$ cat config.mk
export PLATFORM = sky130hd
export DESIGN_NAME = xbuf_top
export DESIGN_NICKNAME = d
export VERILOG_FILES = /design/src/verilog/xbuf_pkg.sv /design/src/verilog/xbuf_ctrl.sv /design/src/verilog/xbuf_pad_scm.sv /design/src/verilog/xbuf_shift_scm.sv /design/src/verilog/xbuf_top.sv
export SDC_FILE = /design/constraint.sdc
export NUM_CORES = 2
export LEC_CHECK = 0
export BUFFER_PORTS_ARGS = -buffer_cell sky130_fd_sc_hd__buf_2
export CORE_ASPECT_RATIO = 0.6
export CORE_MARGIN = 4
export CORE_UTILIZATION = 35
export CTS_CLUSTER_DIAMETER = 50
export CTS_CLUSTER_SIZE = 10
export DETAILED_ROUTE_END_ITERATION = 7
export PLACE_DENSITY = 0.63
export SLEW_MARGIN = 20
export SYNTH_ARGS = -nofsm -noshare
export SYNTH_HDL_FRONTEND = slang
export SYNTH_HIERARCHICAL = 1
export SYNTH_SLANG_ARGS = --single-unit
$ cat constraint.sdc
create_clock -name clk_i -period 2.75 [get_ports clk_i]
set_clock_uncertainty 0.15 [all_clocks]
set_input_delay 0.55 -clock clk_i [delete_from_list [all_inputs] [get_ports clk_i]]
set_output_delay 0.55 -clock clk_i [all_outputs]
set_load 0.05 [all_outputs]
$ cat src/verilog/xbuf_pkg.sv
/*
  Shared constants and types of the X operand staging path.
  ARRAY_H must be a power of two, since the buffer slot pointer carries
  from the slot index straight into the bank bit.
*/
`default_nettype none

package xbuf_pkg;

  localparam int unsigned ELEM_W     = 16;
  localparam int unsigned ARRAY_H    = 4;
  localparam int unsigned ARRAY_W    = 4;
  localparam int unsigned PAD_D      = 2;
  localparam int unsigned TOT_DEPTH  = ARRAY_H * PAD_D;
  localparam int unsigned DATA_W     = TOT_DEPTH * ELEM_W;
  // Both banks of the shift buffer together
  localparam int unsigned BUF_SLOTS  = 2 * ARRAY_H;
  localparam int unsigned ROW_IDX_W  = $clog2(ARRAY_W);
  localparam int unsigned SLOT_IDX_W = $clog2(ARRAY_H);

  typedef logic [ELEM_W-1:0]            elem_t;
  typedef logic [DATA_W-1:0]            data_word_t;
  typedef elem_t [ARRAY_W-1:0]          pad_col_t;
  typedef logic [$clog2(TOT_DEPTH)-1:0] pad_addr_t;
  // MSB selects the bank, the low bits select the slot
  typedef logic [SLOT_IDX_W:0]          slot_addr_t;
  typedef logic [ROW_IDX_W:0]           row_cnt_t;
  typedef logic [$clog2(TOT_DEPTH):0]   col_cnt_t;
  typedef logic [$clog2(BUF_SLOTS):0]   fill_cnt_t;

  typedef struct packed {
    logic     pad_setup;
    logic     load;
    logic     h_shift;
    logic     rst_w_index;
    logic     last_x;
    row_cnt_t width;
    col_cnt_t height;
    col_cnt_t slots;
  } xbuf_ctrl_t;

  typedef struct packed {
    logic full;
    logic empty;
  } xbuf_flags_t;

  typedef enum logic [2:0] {
    PRELOAD,
    FAST_FILL,
    WAIT_FIRST_READ,
    WAIT_SHIFT,
    FILL,
    PAD_EMPTY
  } xbuf_state_e;

endpackage

`default_nettype wire

$ cat src/verilog/xbuf_ctrl.sv
/*
  Fill controller of the X staging path.
  full is combinational and holds until rst_w_index; empty is a one-cycle
  pulse on the h_shift that consumes the last programmed column.
  Columns whose read count exceeds height are flagged for zero padding.
*/
`timescale 1ns/1ps
`default_nettype none

module xbuf_ctrl
  import xbuf_pkg::*;
(
  input  wire logic        clk_i,
  input  wire logic        rst_ni,
  input  wire logic        clear_i,
  input  wire xbuf_ctrl_t  ctrl_i,
  output xbuf_flags_t      flags_o,
  output logic             pad_we_o,
  output row_cnt_t         pad_wrow_o,
  output logic             pad_re_o,
  output pad_addr_t        pad_raddr_o,
  output logic             buf_we_o,
  output slot_addr_t       buf_waddr_o,
  output logic             buf_wzero_o,
  output logic             buf_rbank_o
);

  xbuf_state_e state_q, state_d;

  row_cnt_t    w_index_q;
  pad_addr_t   pad_raddr_q, pad_raddr_d;
  col_cnt_t    pad_read_cnt_q;
  fill_cnt_t   fill_cnt_q;
  slot_addr_t  rd_slot_q, wr_slot_q;
  logic        first_block_q, refilling_q;

  logic        full, empty;
  logic        buf_we, pad_re;
  logic        read_all;
  logic        fast_fill_done;
  logic        last_rd_slot;

  assign full     = w_index_q == ctrl_i.width;
  assign empty    = (pad_read_cnt_q >= ctrl_i.slots) && ctrl_i.h_shift;
  assign read_all = pad_read_cnt_q == ctrl_i.slots;

  // The fill counter lags by one write, so compare against its next value
  assign fast_fill_done = fill_cnt_t'(pad_raddr_q) == fill_cnt_q - fill_cnt_t'(1);
  assign last_rd_slot   = rd_slot_q[SLOT_IDX_W-1:0] == SLOT_IDX_W'(ARRAY_H - 1);

  // Fast fill writes every cycle, normal fill only when a slot is freed
  assign buf_we = (state_q == FAST_FILL || (state_q == FILL && ctrl_i.h_shift)) && !refilling_q;
  assign pad_re = buf_we || ctrl_i.pad_setup;

  assign pad_raddr_d = (col_cnt_t'(pad_raddr_q) < ctrl_i.slots - col_cnt_t'(1)) ?
                       pad_raddr_q + pad_addr_t'(1) : '0;

  always_ff @(posedge clk_i or negedge rst_ni) begin
    if (!rst_ni) begin
      state_q <= PRELOAD;
    end else if (clear_i) begin
      state_q <= PRELOAD;
    end else begin
      state_q <= state_d;
    end
  end

  always_comb begin
    state_d = state_q;
    case (state_q)
      PRELOAD: begin
        if (ctrl_i.pad_setup) begin
          state_d = FAST_FILL;
        end
      end
      FAST_FILL: begin
        if (fast_fill_done && (!ctrl_i.h_shift || first_block_q || read_all)) begin
          if (read_all && !full) begin
            state_d = PAD_EMPTY;
          end else if (first_block_q) begin
            state_d = WAIT_FIRST_READ;
          end else if (read_all) begin
            // Pad drained, only the empty pulse on the next shift is left
            state_d = WAIT_SHIFT;
          end else begin
            state_d = FILL;
          end
        end
      end
      WAIT_FIRST_READ: begin
        if (last_rd_slot && ctrl_i.h_shift) begin
          state_d = ctrl_i.rst_w_index ? PAD_EMPTY : FILL;
        end
      end
      WAIT_SHIFT: begin
        if (ctrl_i.h_shift) begin
          state_d = PAD_EMPTY;
        end
      end
      FILL: begin
        // A one-row block is full again at the same time as it empties
        if (empty && !full) begin
          state_d = PAD_EMPTY;
        end
      end
      PAD_EMPTY: begin
        if (full) begin
          state_d = (fill_cnt_q != '0 || ctrl_i.h_shift) ? FAST_FILL : FILL;
        end
      end
      default: state_d = PRELOAD;
    endcase
  end

  always_ff @(posedge clk_i or negedge rst_ni) begin
    if (!rst_ni) begin
      first_block_q <= 1'b0;
      refilling_q   <= 1'b1;
    end else if (clear_i) begin
      first_block_q <= 1'b0;
      refilling_q   <= 1'b1;
    end else begin
      if (pad_raddr_q == pad_addr_t'(BUF_SLOTS - 1)) begin
        first_block_q <= 1'b0;
      end else if (ctrl_i.pad_setup) begin
        first_block_q <= 1'b1;
      end
      if (full) begin
        refilling_q <= 1'b0;
      end else if (empty) begin
        refilling_q <= 1'b1;
      end
    end
  end

  // Row count is cleared by the scheduler once it has seen full
  always_ff @(posedge clk_i or negedge rst_ni) begin
    if (!rst_ni) begin
      w_index_q <= '0;
    end else if (clear_i || ctrl_i.rst_w_index) begin
      w_index_q <= '0;
    end else if (ctrl_i.load) begin
      w_index_q <= w_index_q + row_cnt_t'(1);
    end
  end

  always_ff @(posedge clk_i or negedge rst_ni) begin
    if (!rst_ni) begin
      pad_raddr_q    <= '0;
      pad_read_cnt_q <= '0;
      fill_cnt_q     <= '0;
    end else if (clear_i) begin
      pad_raddr_q    <= '0;
      pad_read_cnt_q <= '0;
      fill_cnt_q     <= '0;
    end else begin
      if (buf_we) begin
        pad_raddr_q <= pad_raddr_d;
      end
      if (empty) begin
        pad_read_cnt_q <= col_cnt_t'(1);
      end else if (pad_re) begin
        pad_read_cnt_q <= pad_read_cnt_q + col_cnt_t'(1);
      end
      if (empty) begin
        fill_cnt_q <= '0;
      end else if ((state_q == PAD_EMPTY || (state_q == FAST_FILL && !first_block_q)) &&
                   ctrl_i.h_shift) begin
        fill_cnt_q <= fill_cnt_q + fill_cnt_t'(1);
      end else if (ctrl_i.pad_setup) begin
        fill_cnt_q <= fill_cnt_t'(BUF_SLOTS);
      end
    end
  end

  // Slot pointers carry from the slot index into the bank bit
  always_ff @(posedge clk_i or negedge rst_ni) begin
    if (!rst_ni) begin
      rd_slot_q <= '0;
      wr_slot_q <= '0;
    end else if (clear_i) begin
      rd_slot_q <= '0;
      wr_slot_q <= '0;
    end else begin
      if (ctrl_i.h_shift) begin
        rd_slot_q <= rd_slot_q + slot_addr_t'(1);
      end
      if (buf_we) begin
        wr_slot_q <= wr_slot_q + slot_addr_t'(1);
      end
    end
  end

  assign flags_o.full  = full;
  assign flags_o.empty = empty;

  assign pad_we_o    = ctrl_i.load;
  assign pad_wrow_o  = w_index_q;
  assign pad_re_o    = pad_re;
  assign pad_raddr_o = ctrl_i.pad_setup ? '0 : pad_raddr_d;
  assign buf_we_o    = buf_we;
  assign buf_waddr_o = wr_slot_q;
  assign buf_wzero_o = pad_read_cnt_q > ctrl_i.height;
  assign buf_rbank_o = rd_slot_q[SLOT_IDX_W];

endmodule

`default_nettype wire

$ cat src/verilog/xbuf_pad_scm.sv
/*
  Pad register file of ARRAY_W rows by TOT_DEPTH elements.
  A write stores one whole streamer word as a row; writes to a row index
  at or above ARRAY_W are dropped. Read data appears one cycle after read_en_i.
*/
`timescale 1ns/1ps
`default_nettype none

module xbuf_pad_scm
  import xbuf_pkg::*;
(
  input  wire logic       clk_i,
  input  wire logic       rst_ni,
  input  wire logic       clear_i,
  input  wire logic       write_en_i,
  input  wire row_cnt_t   write_row_i,
  input  wire data_word_t wdata_i,
  input  wire logic       read_en_i,
  input  wire pad_addr_t  read_addr_i,
  output pad_col_t        rdata_o
);

  elem_t [TOT_DEPTH-1:0] rows_q [ARRAY_W];
  logic                  row_ok;

  assign row_ok = write_row_i < row_cnt_t'(ARRAY_W);

  always_ff @(posedge clk_i or negedge rst_ni) begin
    if (!rst_ni) begin
      for (int r = 0; r < ARRAY_W; r++) begin
        rows_q[r] <= '0;
      end
    end else if (clear_i) begin
      for (int r = 0; r < ARRAY_W; r++) begin
        rows_q[r] <= '0;
      end
    end else if (write_en_i && row_ok) begin
      rows_q[write_row_i[ROW_IDX_W-1:0]] <= wdata_i;
    end
  end

  // One element of every row forms the column sent to the buffer
  always_ff @(posedge clk_i or negedge rst_ni) begin
    if (!rst_ni) begin
      rdata_o <= '0;
    end else if (clear_i) begin
      rdata_o <= '0;
    end else if (read_en_i) begin
      for (int r = 0; r < ARRAY_W; r++) begin
        rdata_o[r] <= rows_q[r][read_addr_i];
      end
    end
  end

endmodule

`default_nettype wire

$ cat src/verilog/xbuf_shift_scm.sv
/*
  Double-banked column buffer, ARRAY_H slots per bank.
  One bank is filled while the other is presented to the array.
  The whole selected bank is registered on read_en_i and held otherwise.
*/
`timescale 1ns/1ps
`default_nettype none

module xbuf_shift_scm
  import xbuf_pkg::*;
(
  input  wire logic       clk_i,
  input  wire logic       rst_ni,
  input  wire logic       clear_i,
  input  wire logic       write_en_i,
  input  wire slot_addr_t write_addr_i,
  input  wire pad_col_t   wdata_i,
  input  wire logic       read_en_i,
  input  wire logic       read_bank_i,
  output pad_col_t [ARRAY_H-1:0] rdata_o
);

  pad_col_t [ARRAY_H-1:0] bank_q [2];
  logic                   wr_bank;
  logic [SLOT_IDX_W-1:0]  wr_slot;

  assign wr_bank = write_addr_i[SLOT_IDX_W];
  assign wr_slot = write_addr_i[SLOT_IDX_W-1:0];

  always_ff @(posedge clk_i or negedge rst_ni) begin
    if (!rst_ni) begin
      bank_q[0] <= '0;
      bank_q[1] <= '0;
    end else if (clear_i) begin
      bank_q[0] <= '0;
      bank_q[1] <= '0;
    end else if (write_en_i) begin
      bank_q[wr_bank][wr_slot] <= wdata_i;
    end
  end

  // Output only moves on a shift, so a missing shift stalls the array
  always_ff @(posedge clk_i or negedge rst_ni) begin
    if (!rst_ni) begin
      rdata_o <= '0;
    end else if (clear_i) begin
      rdata_o <= '0;
    end else if (read_en_i) begin
      rdata_o <= bank_q[read_bank_i];
    end
  end

endmodule

`default_nettype wire

$ cat src/verilog/xbuf_top.sv
/*
  X operand staging path: pad memory, fill controller and shift buffer.
  x_buffer_o is indexed [row][pe] and changes only on the edge after h_shift.
*/
`timescale 1ns/1ps
`default_nettype none

module xbuf_top
  import xbuf_pkg::*;
(
  input  wire logic       clk_i,
  input  wire logic       rst_ni,
  input  wire logic       clear_i,
  input  wire xbuf_ctrl_t ctrl_i,
  input  wire data_word_t data_i,
  output xbuf_flags_t     flags_o,
  output elem_t [ARRAY_W-1:0][ARRAY_H-1:0] x_buffer_o
);

  logic                   pad_we, pad_re, buf_we, buf_wzero, buf_rbank;
  row_cnt_t               pad_wrow;
  pad_addr_t              pad_raddr;
  slot_addr_t             buf_waddr;
  pad_col_t               pad_rdata, buf_wdata;
  pad_col_t [ARRAY_H-1:0] buf_rdata;

  xbuf_ctrl xbuf_ctrl_inst (
    .clk_i       (clk_i),
    .rst_ni      (rst_ni),
    .clear_i     (clear_i),
    .ctrl_i      (ctrl_i),
    .flags_o     (flags_o),
    .pad_we_o    (pad_we),
    .pad_wrow_o  (pad_wrow),
    .pad_re_o    (pad_re),
    .pad_raddr_o (pad_raddr),
    .buf_we_o    (buf_we),
    .buf_waddr_o (buf_waddr),
    .buf_wzero_o (buf_wzero),
    .buf_rbank_o (buf_rbank)
  );

  xbuf_pad_scm xbuf_pad_scm_inst (
    .clk_i       (clk_i),
    .rst_ni      (rst_ni),
    .clear_i     (clear_i),
    .write_en_i  (pad_we),
    .write_row_i (pad_wrow),
    .wdata_i     (data_i),
    .read_en_i   (pad_re),
    .read_addr_i (pad_raddr),
    .rdata_o     (pad_rdata)
  );

  // Columns past the programmed height enter the buffer as zeros
  assign buf_wdata = buf_wzero ? '0 : pad_rdata;

  xbuf_shift_scm xbuf_shift_scm_inst (
    .clk_i        (clk_i),
    .rst_ni       (rst_ni),
    .clear_i      (clear_i),
    .write_en_i   (buf_we),
    .write_addr_i (buf_waddr),
    .wdata_i      (buf_wdata),
    .read_en_i    (ctrl_i.h_shift),
    .read_bank_i  (buf_rbank),
    .rdata_o      (buf_rdata)
  );

  // Buffer is slot-major, the array wants row-major
  for (genvar w = 0; w < ARRAY_W; w++) begin : g_row
    for (genvar h = 0; h < ARRAY_H; h++) begin : g_pe
      assign x_buffer_o[w][h] = buf_rdata[h][w];
    end
  end

endmodule

`default_nettype wire
### Word level (Yosys, flattened, before mapping)

Cells that the tools add are included.

* bits in registers: 1369
* input port bits: 147
* output and inout bits: 258
* word-level logic and storage cells: 232

* $add $sub $neg: 8
* $lt $le $gt $ge: 12
* equal/unequal tests: 16
* mux-type cells: 64
* bitwise operators: 3
* reductions and logical operators: 36

Operators with widths (number)
* 2-to-1 mux 512 bit: 4
* 2-to-1 mux 256 bit: 6
* bitwise mux 512 bit: 2
* demux 128 bit (select 2 bit): 1
* demux 256 bit (select 1 bit): 1
* 2-to-1 mux 64 bit: 4
* binary-select mux 16 bit (select 3 bit): 4
* demux 64 bit (select 2 bit): 1
* 2-to-1 mux 128 bit: 1
* 2-to-1 mux 16 bit: 4
* 2-to-1 mux 3 bit: 21
* 2-to-1 mux 4 bit: 7
* one-hot mux 3 bit (6 select lines): 1
* logical AND 1 bit: 13
* adder 3 x 1 -> 3 bit, second input constant: 4
* nonzero test 2 bit: 5
* equality test 3 bit, second input constant: 3
* inequality test 3 x 2 -> 1 bit, second input constant: 3
* inequality test 3 bit, second input constant: 3
* nonzero test 3 bit: 3
* adder 4 x 1 -> 4 bit, second input constant: 2
* nonzero test 4 bit: 2
* subtractor 4 x 1 -> 4 bit, second input constant: 2
* logical OR 1 bit: 7
* other kinds (23): 35

### Logic depth before layout (Yosys ltp)

* word-level depth: 9
* depth in mapped cells: 15
* mapped depth without buffers: 12

### Cells and area by module

The synthesis kept the hierarchy.

Modules (own cells, without submodules)
* xbuf_shift_scm: times used 1, cells an instance 2936, area an instance 36237.3 µm², sequential area each 19218.4 µm²
* xbuf_pad_scm: times used 1, cells an instance 2820, area an instance 26397.8 µm², sequential area each 14413.8 µm²
* xbuf_ctrl: times used 1, cells an instance 199, area an instance 1834.3 µm², sequential area each 626.9 µm²
* xbuf_top: times used 1, cells an instance 71, area an instance 636.9 µm², sequential area each 0.0 µm²

### Worst setup path before layout

Ideal clock, no wire load.

* path kind: input port to flip-flop
* start point: input ctrl_i[0] (netlist name)
* end point: register xbuf_pad_scm_inst/rdata_o[14] (netlist name)
* library setup time: 87 ps
* arrival time: 2788 ps
* required time: 2513 ps
* slack: -276 ps
* cell stages on the path: 14
* path buffers: 3
* cell sequence: inv_1 > ha_1 > ha_1 > o21a_1 > o21ai_0 > a21oi_1 > nor2_1 > and2_1 > buf_6 > buf_12 > buf_12 > mux2i_1 > a221o_1 > a211oi_2

* word-level cells in the longest chain between the ends: 8

RTL lines
* start, declared: RTL line xbuf_top.sv:14 `input wire xbuf_ctrl_t ctrl_i,`
* subtractor 4 x 1 -> 4 bit: RTL line xbuf_ctrl.sv:55 `assign pad_raddr_d = (col_cnt_t'(pad_raddr_q) < ctrl_i.slots - col_cnt_t'(1)) ?`
* less-than comparator 3 x 4 -> 1 bit: RTL line xbuf_ctrl.sv:55
* 2-to-1 mux 3 bit: RTL line xbuf_ctrl.sv:55
* 2-to-1 mux 3 bit: RTL line xbuf_ctrl.sv:200 `assign pad_raddr_o = ctrl_i.pad_setup ? '0 : pad_raddr_d;`
* net pad_raddr[1]: RTL line xbuf_top.sv:22 `pad_addr_t pad_raddr;`
* binary-select mux 16 bit (select 3 bit): RTL line xbuf_pad_scm.sv:50 `rdata_o[r] <= rows_q[r][read_addr_i];`
* 2-to-1 mux 16 bit (not written as such): RTL line xbuf_pad_scm.sv:50
* 2-to-1 mux 64 bit: RTL line xbuf_pad_scm.sv:48 `end else if (read_en_i) begin`
* 2-to-1 mux 64 bit: RTL line xbuf_pad_scm.sv:46 `end else if (clear_i) begin`
* end signal, assigned by index: RTL line xbuf_pad_scm.sv:50
* end, declared: RTL line xbuf_pad_scm.sv:20 `output pad_col_t rdata_o`

The timed path passes the listed nets, and every way through them passes these cells. The select of a mux whose other input is x is not followed.
A chain may end at the register's enable or synchronous reset.

==> summary.md <==
| Metric | Value |
|---|---|
| Status | finished with violations |
| Failing checks | setup timing |
| Clock slew at reported path FFs | 0.05 ns |
| Number of synthesized flops with an enable pin | 0 |
| Synth unique cells | 58 |
| Die X | 565 µm |
| Final Hold Viols | 0 |
| HP Class | primary input to flop |
| Layout area overhead | 24.1% |
| Power consumption | 46.0 mW |
| Num rows | 122 |
| RSZ-0062 raised after global routing | yes |
| Layout Cells excl Fill | 9149 |
| Largest net degree at the start of global routing | 151 |
| Avg Cell Area, Syn | 10.8 µm² |
| Die extent in y | 342 µm |
| Leakage power | 37.0 nW |
| Peak VDD IR | 0.554 mV |
| First-pass iteration count of the detailed router | 6 |
| Data arrival, critical path | 2.32 ns |
| Final period utilization | 110% |
| Post-DP HPWL | 153000 µm |
| H-tree lvl count | 4 |
| TritonCTS clock tree | built |
| Placed cell areas | 0.0725 mm² |
| CP Data Required Time | 2.05 ns |
| Vias in the first global route | 48700 |
| Max Fclk | 0.331 GHz |
| Drt initial violations | 5521 |
| Layout fillers | 17100 |
| Ports | 405 |
| Sequential fraction of the synthesis area | 52.6% |
| Worst Path Max Fanout | 2 |
| Setup Total Neg Slack | -9.50 ns |
| Setup crit start kind | flop |
| Grt total ovfl | 0 |
| Drt total wl | 224000 µm |
| GP Congestion | 0.947 |
| Worst skew pair latency | 0.82 ns |
| Setup CP Type | flop to output port |
| Ys flop type | dfrtp_1 |
| Detail Route Antenna Nets | 0 |
| Count of nets after finishing | 6769 |
| Port Buffers | 403 |
| Die Area | 0.193 mm² |
| Slew margin rel. | 38.0% |
| Placed cells | 8710 |
| Final min period | 3.02 ns |
| Setup slack after layout | -0.267 ns |
| Crit. End Element | output port |
| Max-slew violation count | 0 |
| Post-route cell area | 0.0808 mm² |
| Layout cell share with drive strength beyond 1 | 25.2% |
| Cell Area, Synth | 0.0651 mm² |
| Remaining DRCs | 0 |
| GRT Total Usage | 22.3% |
| Max-cap viol count | 0 |
| WL/cell | 24.5 µm |
| Core area | 0.185 mm² |
| Clock sinks | 1369 |
| Post-synth net total | 6193 |
| Initial antenna violation count | 46 |
| TritonCTS buffer count | 170 |
| Count of final setup violators | 65 |
| Initial core utilization | 35.2% |
| First-pass GRT wire length | 327000 µm |
| Asr flop ratio synth | 100% |
| Routed vias/inst | 5.36 |
| Post-Syn Instances | 6026 |
| Max Root-Sink Buffers | 4 |
| Total power per unit cell area | 569 mW/mm² |
| Slew @ Worst Pin | 0.929 ns |
| Routed via count | 49000 |
| Yosys warnings | 6 |
| FF+latch count, synth | 1369 |
| CTS root buf | clkbuf_16 |
registers in the layout, indices dropped and copies added (netlist names):
| register | count |
|---|---|
| xbuf_ctrl_inst/fill_cnt_q | 4 |
| xbuf_ctrl_inst/pad_read_cnt_q | 4 |
| xbuf_shift_scm_inst/rdata_o | 256 |
| xbuf_ctrl_inst/pad_raddr_q | 3 |
| xbuf_ctrl_inst/state_q | 3 |
| xbuf_shift_scm_inst/bank_q | 512 |
| xbuf_ctrl_inst/pad_wrow_o | 3 |
| xbuf_ctrl_inst/buf_waddr_o | 3 |
| xbuf_pad_scm_inst/rdata_o | 64 |
| xbuf_ctrl_inst/refilling_q | 1 |
| xbuf_ctrl_inst/first_block_q | 1 |
| xbuf_ctrl_inst/rd_slot_q | 3 |
| xbuf_pad_scm_inst/rows_q | 512 |
Yosys cell counts, types with 59 or more instances:
library cell,count,area share (%)
dfrtp_1,1368,53
mux2i_1,789,12
buf_2,172,1.3
a21oi_1,524,4.0
nor2b_2,60,0.81
nand2_1,1094,6.3
o22ai_1,63,0.61
nand2b_1,586,5.6
clkbuf_1,226,1.3
a211oi_2,245,4.7
nor2_1,345,2.0
o31ai_1,59,0.68
mux2_2,127,2.2
where the power goes:
part	switching, mW	leakage, nW	total [mW]	internal [mW]
clock	8.36	2.28	19.9	11.6
sequential	0.382	18.9	20.9	20.6
combinational	3.26	15.9	5.13	1.88
critical path, stage by stage, from the launching register on:
cell       delay [ns]
dfrtp_1          0.41
inv_2            0.10
ha_4             0.20
nand2b_4         0.14
a2111oi_4        0.29
or3_4            0.20
inv_4            0.04
buf_8            0.14
worst paths after layout:
path | from | end | slack [ns] | cells after the start
max | xbuf_ctrl_inst/pad_read_cnt_q[0]$_DFFE_PN0P_ | flags_o[0] | -0.27 | 7
max in group asynchronous | rst_ni | xbuf_shift_scm_inst/bank_q[110]$_DFFE_PN0P_ | 1.34 | 3
min reg2reg | xbuf_pad_scm_inst/rdata_o[45]$_DFFE_PN0P_ | xbuf_pad_scm_inst/rdata_o[45]$_DFFE_PN0P_ | 0.36 | 2
min in group asynchronous | rst_ni | xbuf_shift_scm_inst/bank_q[17]$_DFFE_PN0P_ | 0.29 | 3
min | ctrl_i[15] | xbuf_ctrl_inst/first_block_q$_DFFE_PN0P_ | 0.17 | 4
max reg2reg | xbuf_ctrl_inst/pad_raddr_q[1]$_DFFE_PN0P_ | xbuf_pad_scm_inst/rdata_o[54]$_DFFE_PN0P_ | -0.23 | 14
cell families after synthesis:
logic type | share of synthesized area, %
buf+inv | 4.57
flops | 52.6
xor+xnor | 0.215
fa+ha+maj | 0.384
mux | 16.3
simple gates | 15.3
compound gates | 10.6
cell usage in the layout, fill, tap and decap left out, drive strengths merged, types with 63 or more instances in the layout:
master and count:
a211oi 266, clkbuf 205, o22ai 63, mux2 127, a21oi 524, nand2 1094
dfrtp 1368, nor2 345, dlygate4sd3 132, buf 811, nor2b 69, nand2b 586
mux2i 789
metrics by stage:
stage	util, %	hold WS, ns	worst slack (ns)
after floorplan	-	0.104	-0.145
after global placement	39.2	0.318	-0.824
after detailed placement	39.2	0.328	-0.838
after global routing	43.7	0.162	-0.340
after CTS	42.9	0.113	-0.275
final	43.7	0.169	-0.267
cell type report:
type	instances	area (µm²)	share of cell area (%)
Inverter	16	81.3	0.101
Antenna cell	30	75.1	0.0929
Clock inverter	18	215	0.266
Timing Repair Buffer	957	9510	11.8
Sequential cell	1369	34300	42.4
Clock buffer	191	4440	5.49
Multi-Input combinational cell	4088	29100	36.0
Tap cell	2480	3100	3.84
timing repair:
item / in CTS / in global routing
hold buffers: 132 / 0
resized for setup: 96 / 212
pin swaps: 36 / 79
cloned: 9 / 16
endpoints found under the setup margin: 71 / 100
buffers inserted: 33 / 45
hold endpoints to repair: 1183 / 0
per-layer routing:
layer,global-route usage (%),share of wire [%],up-vias
met5,0,0.048,-
met4,5.53,2.4,16
met3,8.49,12,332
met2,30.3,41,2221
met1,33.1,46,24900
li1,-,-,21500
Power figures use the tool's default switching activity.
